$ cat config.mk
export PLATFORM = sky130hd
export DESIGN_NAME = barrel_block_counter_top
export DESIGN_NICKNAME = d
export VERILOG_FILES = /design/src/verilog/barrel_pkg.sv /design/src/verilog/barrel_block_counter_top.sv /design/src/verilog/block_count_pipeline.sv /design/src/verilog/state_write_arbiter.sv /design/src/verilog/thread_state_ram.sv /design/src/verilog/thread_stage_addressing.sv /design/src/verilog/thread_counter.sv
export VERILOG_INCLUDE_DIRS = /design/src /design/src/include
export SDC_FILE = /design/constraint.sdc
export NUM_CORES = 1
export LEC_CHECK = 0
export ABC_AREA = 1
export BUFFER_PORTS_ARGS = -buffer_cell sky130_fd_sc_hd__buf_2
export CAP_MARGIN = 5
export CORE_UTILIZATION = 45
export CTS_BUF_LIST = sky130_fd_sc_hd__clkbuf_4
export DETAILED_ROUTE_END_ITERATION = 6
export PLACE_DENSITY_LB_ADDON = 0.25
export SYNTH_ARGS = -nofsm -noshare
export SYNTH_HDL_FRONTEND = slang
export SYNTH_SLANG_ARGS = --single-unit
$ cat constraint.sdc
create_clock -name clock -period 5.3 [get_ports clock]
set_input_delay 0.265 -clock clock [delete_from_list [all_inputs] [get_ports clock]]
set_output_delay 0.265 -clock clock [all_outputs]
set_load 0.1 [all_outputs]
$ cat src/include/barrel_config.svh
// Build-time sizes for the barrel thread sequencer and block counter
// Thread count, thread number width, count width, initial thread

`ifndef BARREL_CONFIG_SVH
`define BARREL_CONFIG_SVH

// ==============================
// Thread sequencing
// ==============================

`define BARREL_THREAD_COUNT       8   // Must stay at 5 or more
`define BARREL_THREAD_ADDR_WIDTH  3   // Enough bits for the thread count
`define BARREL_INITIAL_THREAD     0   // Current thread right after reset

// ==============================
// Block counting
// ==============================

`define BARREL_COUNT_WIDTH        16  // Per-thread basic-block count, wraps

`endif
$ cat src/verilog/barrel_pkg.sv
// Shared types for the barrel block counter
// Thread number, block count, state write request and write-back report

`default_nettype none

`include "barrel_config.svh"

package barrel_pkg;

    // ==============================
    // Scalars
    // ==============================

    typedef logic [`BARREL_THREAD_ADDR_WIDTH-1:0] thread_id_t;
    typedef logic [`BARREL_COUNT_WIDTH-1:0]       block_count_t;

    // ==============================
    // Bundles
    // ==============================

    // One write into the per-thread state memory
    typedef struct packed {
        thread_id_t   thread;   // Entry to write
        block_count_t count;    // New count
    } state_write_t;

    // Count seen at write-back, one thread per cycle
    typedef struct packed {
        logic         valid;    // Pipeline has filled since reset
        thread_id_t   thread;   // Thread at write-back
        block_count_t count;    // Its count after this pass
    } count_report_t;

endpackage

`default_nettype wire

$ cat src/verilog/barrel_block_counter_top.sv
// Barrel thread sequencer with per-thread basic-block counting
// Stage addressing, state memory, write arbiter and count pipeline

`default_nettype none

module barrel_block_counter_top
    import barrel_pkg::*;
(
    input  wire           clock,
    input  wire           rst_n,
    input  wire           block_end,
    input  wire           load,
    input  thread_id_t    load_thread,
    input  block_count_t  load_count,
    output thread_id_t    read_thread_bbc,
    output logic          load_pending,
    output count_report_t report
);

    thread_id_t   read_thread_mem;
    thread_id_t   write_thread;
    block_count_t read_count;
    logic         pipe_write;
    state_write_t pipe_entry;
    state_write_t load_entry;
    logic         ram_write;
    state_write_t ram_entry;

    assign load_entry.thread = load_thread;
    assign load_entry.count  = load_count;

    // ==============================
    // Thread sequencing
    // ==============================

    thread_stage_addressing addressing (
        .clock           (clock),
        .rst_n           (rst_n),
        .read_thread_mem (read_thread_mem),
        .read_thread_bbc (read_thread_bbc),   // block_end belongs to this thread
        .write_thread    (write_thread)
    );

    // ==============================
    // State and counting
    // ==============================

    thread_state_ram state_ram (
        .clock       (clock),
        .read_thread (read_thread_mem),
        .read_count  (read_count),
        .write       (ram_write),
        .write_entry (ram_entry)
    );

    block_count_pipeline counter (
        .clock        (clock),
        .rst_n        (rst_n),
        .read_count   (read_count),
        .block_end    (block_end),
        .write_thread (write_thread),
        .pipe_write   (pipe_write),
        .pipe_entry   (pipe_entry),
        .report       (report)
    );

    state_write_arbiter arbiter (
        .clock        (clock),
        .rst_n        (rst_n),
        .pipe_write   (pipe_write),
        .pipe_entry   (pipe_entry),
        .load         (load),
        .load_entry   (load_entry),
        .load_pending (load_pending),
        .write        (ram_write),
        .write_entry  (ram_entry)
    );

endmodule

`default_nettype wire

$ cat src/verilog/block_count_pipeline.sv
// Per-thread basic-block count pipeline
// Increment at the block-counter stage, carry, write-back request and report

`default_nettype none

module block_count_pipeline
    import barrel_pkg::*;
(
    input  wire           clock,
    input  wire           rst_n,
    input  block_count_t  read_count,
    input  wire           block_end,
    input  thread_id_t    write_thread,
    output logic          pipe_write,
    output state_write_t  pipe_entry,
    output count_report_t report
);

    localparam int DEPTH = 3;   // T1 to T4

    block_count_t count_pipe [DEPTH];
    logic [DEPTH-1:0] inc_pipe;
    logic [3:0]       valid_shift;
    block_count_t     bbc_count;

    // ==============================
    // Block-counter stage
    // ==============================

    // Count wraps silently at the field width
    assign bbc_count = block_end ? read_count + 1'b1 : read_count;

    // ==============================
    // Carry to write-back
    // ==============================

    // Payload only
    always_ff @(posedge clock) begin
        count_pipe[0] <= bbc_count;
        for (int i = 1; i < DEPTH; i++) begin
            count_pipe[i] <= count_pipe[i-1];
        end
    end

    always_ff @(posedge clock or negedge rst_n) begin
        if (!rst_n) begin
            inc_pipe    <= '0;
            valid_shift <= '0;
        end else begin
            inc_pipe    <= {inc_pipe[DEPTH-2:0], block_end};   // Marks changed counts
            valid_shift <= {valid_shift[2:0], 1'b1};          // Fill marker
        end
    end

    // ==============================
    // Write-back
    // ==============================

    // Unchanged counts need no write, which frees the port for host loads
    assign pipe_write        = inc_pipe[DEPTH-1];
    assign pipe_entry.thread = write_thread;
    assign pipe_entry.count  = count_pipe[DEPTH-1];

    assign report.valid  = valid_shift[3];
    assign report.thread = write_thread;
    assign report.count  = count_pipe[DEPTH-1];

endmodule

`default_nettype wire

$ cat src/verilog/state_write_arbiter.sv
// Write port arbiter for the thread state memory
// Pipeline write-back has priority, host loads wait in a one-entry slot

`default_nettype none

module state_write_arbiter
    import barrel_pkg::*;
(
    input  wire          clock,
    input  wire          rst_n,
    input  wire          pipe_write,
    input  state_write_t pipe_entry,
    input  wire          load,
    input  state_write_t load_entry,
    output logic         load_pending,
    output logic         write,
    output state_write_t write_entry
);

    state_write_t pending_entry;
    logic         pending_valid;
    logic         capture;
    logic         retire;

    // Slot takes a load only when empty, a second strobe is lost
    assign capture = load && !pending_valid;
    assign retire  = pending_valid && !pipe_write;   // Port free this cycle

    always_ff @(posedge clock or negedge rst_n) begin
        if (!rst_n) begin
            pending_valid <= 1'b0;
        end else if (capture) begin
            pending_valid <= 1'b1;
        end else if (retire) begin
            pending_valid <= 1'b0;
        end
    end

    always_ff @(posedge clock) begin
        if (capture) begin
            pending_entry <= load_entry;
        end
    end

    // ==============================
    // Port select
    // ==============================

    assign write        = pipe_write || pending_valid;
    assign write_entry  = pipe_write ? pipe_entry : pending_entry;
    assign load_pending = pending_valid;

endmodule

`default_nettype wire

$ cat src/verilog/thread_state_ram.sv
// Per-thread block count memory
// One registered read port, one write port

`default_nettype none

`include "barrel_config.svh"

module thread_state_ram
    import barrel_pkg::*;
(
    input  wire          clock,
    input  thread_id_t   read_thread,
    output block_count_t read_count,
    input  wire          write,
    input  state_write_t write_entry
);

    localparam int ENTRIES = `BARREL_THREAD_COUNT;

    block_count_t mem [ENTRIES];

    // Read and write threads are always apart, so no bypass is needed
    always_ff @(posedge clock) begin
        if (write) begin
            mem[write_entry.thread] <= write_entry.count;
        end
        read_count <= mem[read_thread];   // Data one cycle after address
    end

endmodule

`default_nettype wire

$ cat src/verilog/thread_stage_addressing.sv
// Thread numbers for each pipeline stage
// Delays the current thread to the memory-read and block-counter stages

`default_nettype none

`include "barrel_config.svh"

module thread_stage_addressing
    import barrel_pkg::*;
(
    input  wire        clock,
    input  wire        rst_n,
    output thread_id_t read_thread_mem,
    output thread_id_t read_thread_bbc,
    output thread_id_t write_thread
);

    localparam int unsigned THREADS = `BARREL_THREAD_COUNT;
    localparam int unsigned INITIAL = `BARREL_INITIAL_THREAD;

    // Start values follow the rotation backwards from the initial thread
    localparam thread_id_t DELAY_1_INIT = thread_id_t'((INITIAL + THREADS - 1) % THREADS);
    localparam thread_id_t DELAY_2_INIT = thread_id_t'((INITIAL + THREADS - 2) % THREADS);
    localparam thread_id_t DELAY_3_INIT = thread_id_t'((INITIAL + THREADS - 3) % THREADS);
    localparam thread_id_t DELAY_4_INIT = thread_id_t'((INITIAL + THREADS - 4) % THREADS);

    thread_id_t current_thread;
    thread_id_t next_thread;
    thread_id_t read_delay_1;
    thread_id_t read_delay_2;
    thread_id_t read_delay_3;
    thread_id_t read_delay_4;

    thread_counter tid (
        .clock          (clock),
        .rst_n          (rst_n),
        .current_thread (current_thread),
        .next_thread    (next_thread)
    );

    // ==============================
    // Stage delays
    // ==============================

    // Memory read at T0, block counter at T1, write-back at T4.
    // The block-counter stage holds the thread whose data left the RAM
    // this cycle, so it trails the memory read address by one.
    always_ff @(posedge clock or negedge rst_n) begin
        if (!rst_n) begin
            read_delay_1 <= DELAY_1_INIT;
            read_delay_2 <= DELAY_2_INIT;
            read_delay_3 <= DELAY_3_INIT;
            read_delay_4 <= DELAY_4_INIT;
        end else begin
            read_delay_1 <= current_thread;
            read_delay_2 <= read_delay_1;
            read_delay_3 <= read_delay_2;
            read_delay_4 <= read_delay_3;
        end
    end

    assign read_thread_mem = read_delay_3;   // T0
    assign read_thread_bbc = read_delay_4;   // T1
    assign write_thread    = next_thread;    // T4, four past the read

endmodule

`default_nettype wire

$ cat src/verilog/thread_counter.sv
// Round-robin thread counter
// Current thread register and its wrapped successor

`default_nettype none

`include "barrel_config.svh"

module thread_counter
    import barrel_pkg::*;
(
    input  wire        clock,
    input  wire        rst_n,
    output thread_id_t current_thread,
    output thread_id_t next_thread
);

    localparam thread_id_t LAST_THREAD    = thread_id_t'(`BARREL_THREAD_COUNT - 1);
    localparam thread_id_t INITIAL_THREAD = thread_id_t'(`BARREL_INITIAL_THREAD);

    // Successor wraps at the thread count, not at the field width
    always_comb begin
        if (current_thread == LAST_THREAD) begin
            next_thread = '0;
        end else begin
            next_thread = current_thread + 1'b1;
        end
    end

    always_ff @(posedge clock or negedge rst_n) begin
        if (!rst_n) begin
            current_thread <= INITIAL_THREAD;
        end else begin
            current_thread <= next_thread;   // One thread per clock
        end
    end

endmodule

`default_nettype wire

; ---- Yosys cells after proc, flatten, opt, wreduce, memory -nomap -nowiden
; Memory sizes are Yosys's and may differ from the RTL's. A register that Yosys moved wholly into a read port is not among the register bits.
; Cells that the tools add are included.
[op_classes]
muxes = 7
shift = 0
addsub = 2
magnitude_cmp = 0
div = 0
multipliers = 0
n_reduce_logical = 6
eq_ne = 1
n_bitwise = 0
[ops]
columns = operator, n
row1 = 19-bit 2-to-1 mux, 1
row2 = "16-bit by 1-bit adder with 16-bit output, second input constant", 1
row3 = 16-bit 2-to-1 mux, 1
row4 = 1-bit 2-to-1 mux, 4
row5 = "3-bit by 1-bit adder with 3-bit output, second input constant", 1
row6 = "3-bit == test, second input constant", 1
row7 = 3-bit 2-to-1 mux, 1
row8 = 1-bit logical AND, 2
row9 = 1-bit zero test, 2
row10 = 2-bit nonzero test, 1
row11 = 1-bit logical OR, 1
[totals]
output_inout_bits = 24
wordCells = 28
rom_bits = 0
mem_bits_rw = 176
latchBits = 0
reg_bits = 42
inputBits = 23
mem_count = 2
[mem_list]
columns = memory, depth, word_bits, read_ports, rd_ports_with_merged_regs, wr, line_no
row1 = state_ram.mem, 8, 16, 1, 1, 1, thread_state_ram.sv:20  ; block_count_t mem [ENTRIES];
row2 = counter.count_pipe, 3, 16, 3, 0, 3, block_count_pipeline.sv:21  ; block_count_t count_pipe [DEPTH];

; ---- Logic depth before layout (Yosys ltp)
[depth]
word_depth = 4
depth_mapped = 8
ltp_nobuf = 8

; ---- Cells and area by module
; Synthesis repeated with hierarchy kept, for this count alone.
[unflattened]
cells_unflattened = 865
hier_area_um2 = 9125.0
[by_module_without_submodules]
columns = module, area_each_um2, n_inst, seq_area_each_um2, cells_each
row1 = thread_state_ram, 5989.5, 1, 4164.0, 587
row2 = block_count_pipeline, 1848.0, 1, 1136.1, 172
row3 = state_write_arbiter, 873.3, 1, 595.6, 88
row4 = thread_stage_addressing, 310.3, 1, 310.3, 12
row5 = thread_counter, 103.8, 1, 75.1, 6

; ---- Worst setup path after synthesis
; No wires, ideal clock.
[synth_timing]
kind = reg2reg
from = register addressing.tid.current_thread[0]
to = memory state_ram.mem[2][0] (netlist name), enable pin
setup_slack_ns = 1.732
setup_time_ns = 0.388
arrival_ns = 3.179
required_ns = 4.912
period_less_slack_ns = 3.568
path_stages_with_launch = 8
n_path_buf = 0
cell_sequence = dfrtp_1 ha_1 ha_1 nor2_1 nand2_1 o21ai_0 nand2_1 nor2_1
[synth_rtl]
columns = item, line_no
row1 = "start, declared", thread_counter.sv:13  ; output thread_id_t current_thread,
row2 = "start signal, assigned", thread_counter.sv:33  ; current_thread <= next_thread;
row3 = "end, declared", thread_state_ram.sv:20

; ---- Worst setup path in the final report
[layout_timing]
from = register counter.inc_pipe[2]
to = memory state_ram.mem[2][5] (netlist name), enable pin
[layout_between]
elab_chain_len = 3
elab_cells_between_ends = 4
cone_classes = 3 x mux / 1 x reduce/logical
[layout_rtl]
columns = item, line_no
row1 = "start, declared", block_count_pipeline.sv:22  ; logic [DEPTH-1:0] inc_pipe;
row2 = "start signal, assigned", block_count_pipeline.sv:50  ; inc_pipe <= {inc_pipe[DEPTH-2:0], block_end};
row3 = 1-bit logical OR, state_write_arbiter.sv:49  ; assign write = pipe_write || pending_valid;
row4 = 1-bit 2-to-1 mux, thread_state_ram.sv:24  ; if (write) begin
row5 = 1-bit 2-to-1 mux (not written as such), thread_state_ram.sv:25  ; mem[write_entry.thread] <= write_entry.count;
; Several ways; a longest one is shown, not always the timed one.

==> reports/qor.yml <==
outcome: "finished, final reports clean"
netlist.area_leader.share_pct: 52.97
drt_pass1_iterations: 5
number_of_library_cell_types_mapped_by_synthesis: 29
critical_path_required_ns: 5.55
ys.warnings.count: 0
root_buffer: "clkbuf_4"
finalMaxSlewViolations: 0
grt_max_degree: 67
via_count: 5285
fmax_mhz: 340.1
avgRoutedWirePerCell_um: 18.06
area_growth_pct: 15.06
ff2ff_setup_slack_ns: 2.36
synth-edff-count: 147
max_slew.worst_pin.slew_ns: 1.232
drv_cap: 0
drt-initial-drc-count: 599
final_core_util_pct: 53.02
total_leakage_power_nw: 3.819
grt_pass1_wl_um: 28930
grt_usage_pct: 20.29
finalWorstPathRequiredPeriod_ns: 2.940
clkTransAtPathRegs_ns: 0.07
ctsHtreeMaxLevel: 2
postSynth.asyncResetShare_pct: 9.829
drive_gt1_share_pct: 19.26
grt_overflow: 0
via_per_inst: 5.057
die_h_um: 138.1
routabilityCongestion: 0.8806
numCtsBuffers: 55
synth_ff_type: "edfxtp_1"
worstHoldPathType: "in -> async"
whs_ns: 0.1293
clock_path_buffers: 3
core.rowCount: 49
fp.dieArea_um2: 19070
fin_worst_skew_ns: 0.03342
dpl-instance-area_um2: 8600
syn_area_um2: 8334
max_slew_margin_pct: 17.57
finalSetupViolCount: 0
yosysSeqAreaShare_pct: 75.36
synth_top_cell_by_area: "edfxtp_1"
pwr_density_cell_nw_per_um2: 377.8
critical_path_class: "reg -> reg"
grt_setup_unrepaired: "no"
crit_path_max_fanout: 23
final_net_count: 795
synth.ff_latch_count: 234
report.final.hold_viol_count: 0
synthesis.instances: 680
route.final.wire_length_um: 18870
yosys-top-cells-area: "edfxtp_1 53%, dfxtp_1 15%, nand2_1 5.8%"
power.ir.vdd_worst_mv: 0.2033
synthesis.area_per_instance_um2: 12.26
place_worst_setup_slack_ns: 2.295
dp_hpwl_um: 12180
route.antenna.remaining_nets: 0
worstSkewPairLatency_ns: 0.66
dp_cells: 915
final_critical_path_setup_slack_ns: 2.360
synth.net_count: 706
tns_ns: 0
final_design_area_no_fill_um2: 9589
post_cts_buffers: 0
tritoncts: "built"
core-area_um2: 18090
clock_sinks: 234
drc: 0
number_of_global_route_vias_before_repair: 5217
die_width_um: 138.1
buffer_ports.inserted: 46
critical_path.startpoint_type: "flop"
crit_arrival_ns: 3.19
fin_total_pwr_mw: 3.623
initial_utilization_pct: 46.08
final_worst_path_period_share_pct: 55.48
post_cts.resized_instances: 0
instances_no_fill: 1045
endpoint_kind: "flop"
number_of_top_level_design_ports: 47
grt_antenna_before_repair: 1
==> worst paths after layout <==
path	from	to	cells past startpoint
min	rst_n	counter.valid_shift[3]$_DFF_PN0_	2
min in group clock	counter.count_pipe[0][14]$_DFF_P_	counter.count_pipe[0][30]$_DFF_P_	0
max	counter.inc_pipe[2]$_DFF_PN0_	state_ram.mem[2][5]$_DFFE_PP_	5
min reg2reg	counter.count_pipe[0][14]$_DFF_P_	counter.count_pipe[0][30]$_DFF_P_	0
max in group asynchronous	rst_n	addressing.read_delay_2[1]$_DFF_PN1_	2
max reg2reg	counter.inc_pipe[2]$_DFF_PN0_	state_ram.mem[2][5]$_DFFE_PP_	5
==> registers in the layout (all words and copies together), names as in the netlist <==
register and count:
state_ram.mem 128, counter.count_pipe 48, arbiter.pending_entry 19, state_ram.read_count 16, counter.valid_shift 4, addressing.read_delay_1 3, addressing.read_delay_2 3, addressing.read_thread_bbc 3
addressing.read_thread_mem 3, addressing.tid.current_thread 3, counter.inc_pipe 3, arbiter.load_pending 1
==> cell usage after synthesis, types with 8 or more instances <==
cell,number
dfxtp_1,64
nand3_1,8
nor2_1,112
o21ai_0,64
edfxtp_1,147
buf_2,8
o21ai_1,36
inv_1,20
buf_4,22
dfstp_2,8
clkbuf_1,9
nand2_1,129
dfrtp_1,15
==> layout by cell type, fill, tap and decap left out <==
cell type      synthesis  layout
dfxtp_1               64      64
inv_1                 20      20
clkinv_4               0       1
dfrtp_1               15      15
nor2_2                 3       4
conb_1                 1       1
xnor2_1                4       4
nand4_1                6       6
dfstp_2                8       8
buf_6                  3       2
nor2_4                 1       1
nand2_2                1       1
buf_2                  8      46
buf_4                 22       6
nor3_1                 2       2
edfxtp_1             147     147
o21ai_1               36      36
dlygate4sd3_1          0      22
o21ai_2                1       1
inv_2                  2       3
nor2_1               112     111
nand2_1              129     129
clkinv_2               0       1
nand3_1                8       8
diode_2                0       1
o21ai_0               64      64
or2_0                  1       1
clkinv_1               0      17
bufinv_16              0       1
clkbuf_4               0      82
o211ai_1               1       1
xor2_1                 7       7
ha_1                   3       3
==> repair_timing <==
action	CTS	global route
setup endpoints to repair	0	0
hold buffers	22	0
endpoints found under the hold margin	48	0
==> where the power goes <==
| part | switching [mW] | internal, mW |
|---|---|---|
| Combinational | 0.113 | 0.0347 |
| Clock | 0.678 | 0.761 |
| Sequential | 0.0234 | 2.01 |
| Total | 0.815 | 2.81 |
==> cell families (layout without fill, tap and decap cells) <==
logic type	count (synthesis)	in the layout	synth area share, %
compound gates	102	102	6.200
xor+xnor	11	11	1.156
fa+ha+maj	3	3	0.4504
buf+inv	66	201	4.369
flops	234	234	75.36
other cells	1	2	0.04500
simple gates	263	263	12.42
==> worst max-delay path: stages, from the launching register on <==
cell	delay [ns]
dfrtp_1	0.81
inv_2	0.31
or2_0	0.30
o21ai_2	0.09
nand2_1	0.10
nor2_1	0.94
==> metal layers <==
metal	vias to the layer above	routed length [µm]	global-route usage, %
li1	2496	-	-
met1	2510	8318	28.23
met2	243	8541	30.50
met3	36	1440	4.849
met4	0	575	8.989
met5	-	0	0
==> layout make-up <==
type,count,area (µm²)
clock inverters,21,111.4
flip-flops and latches,234,6281
clock buffers,82,615.6
repair buffers,76,518.0
multi-input cells,380,1692
diodes,1,2.502
inverters,22,82.58
fillers,1547,8497
well taps,229,286.5
(Power assumes the default switching activity.)
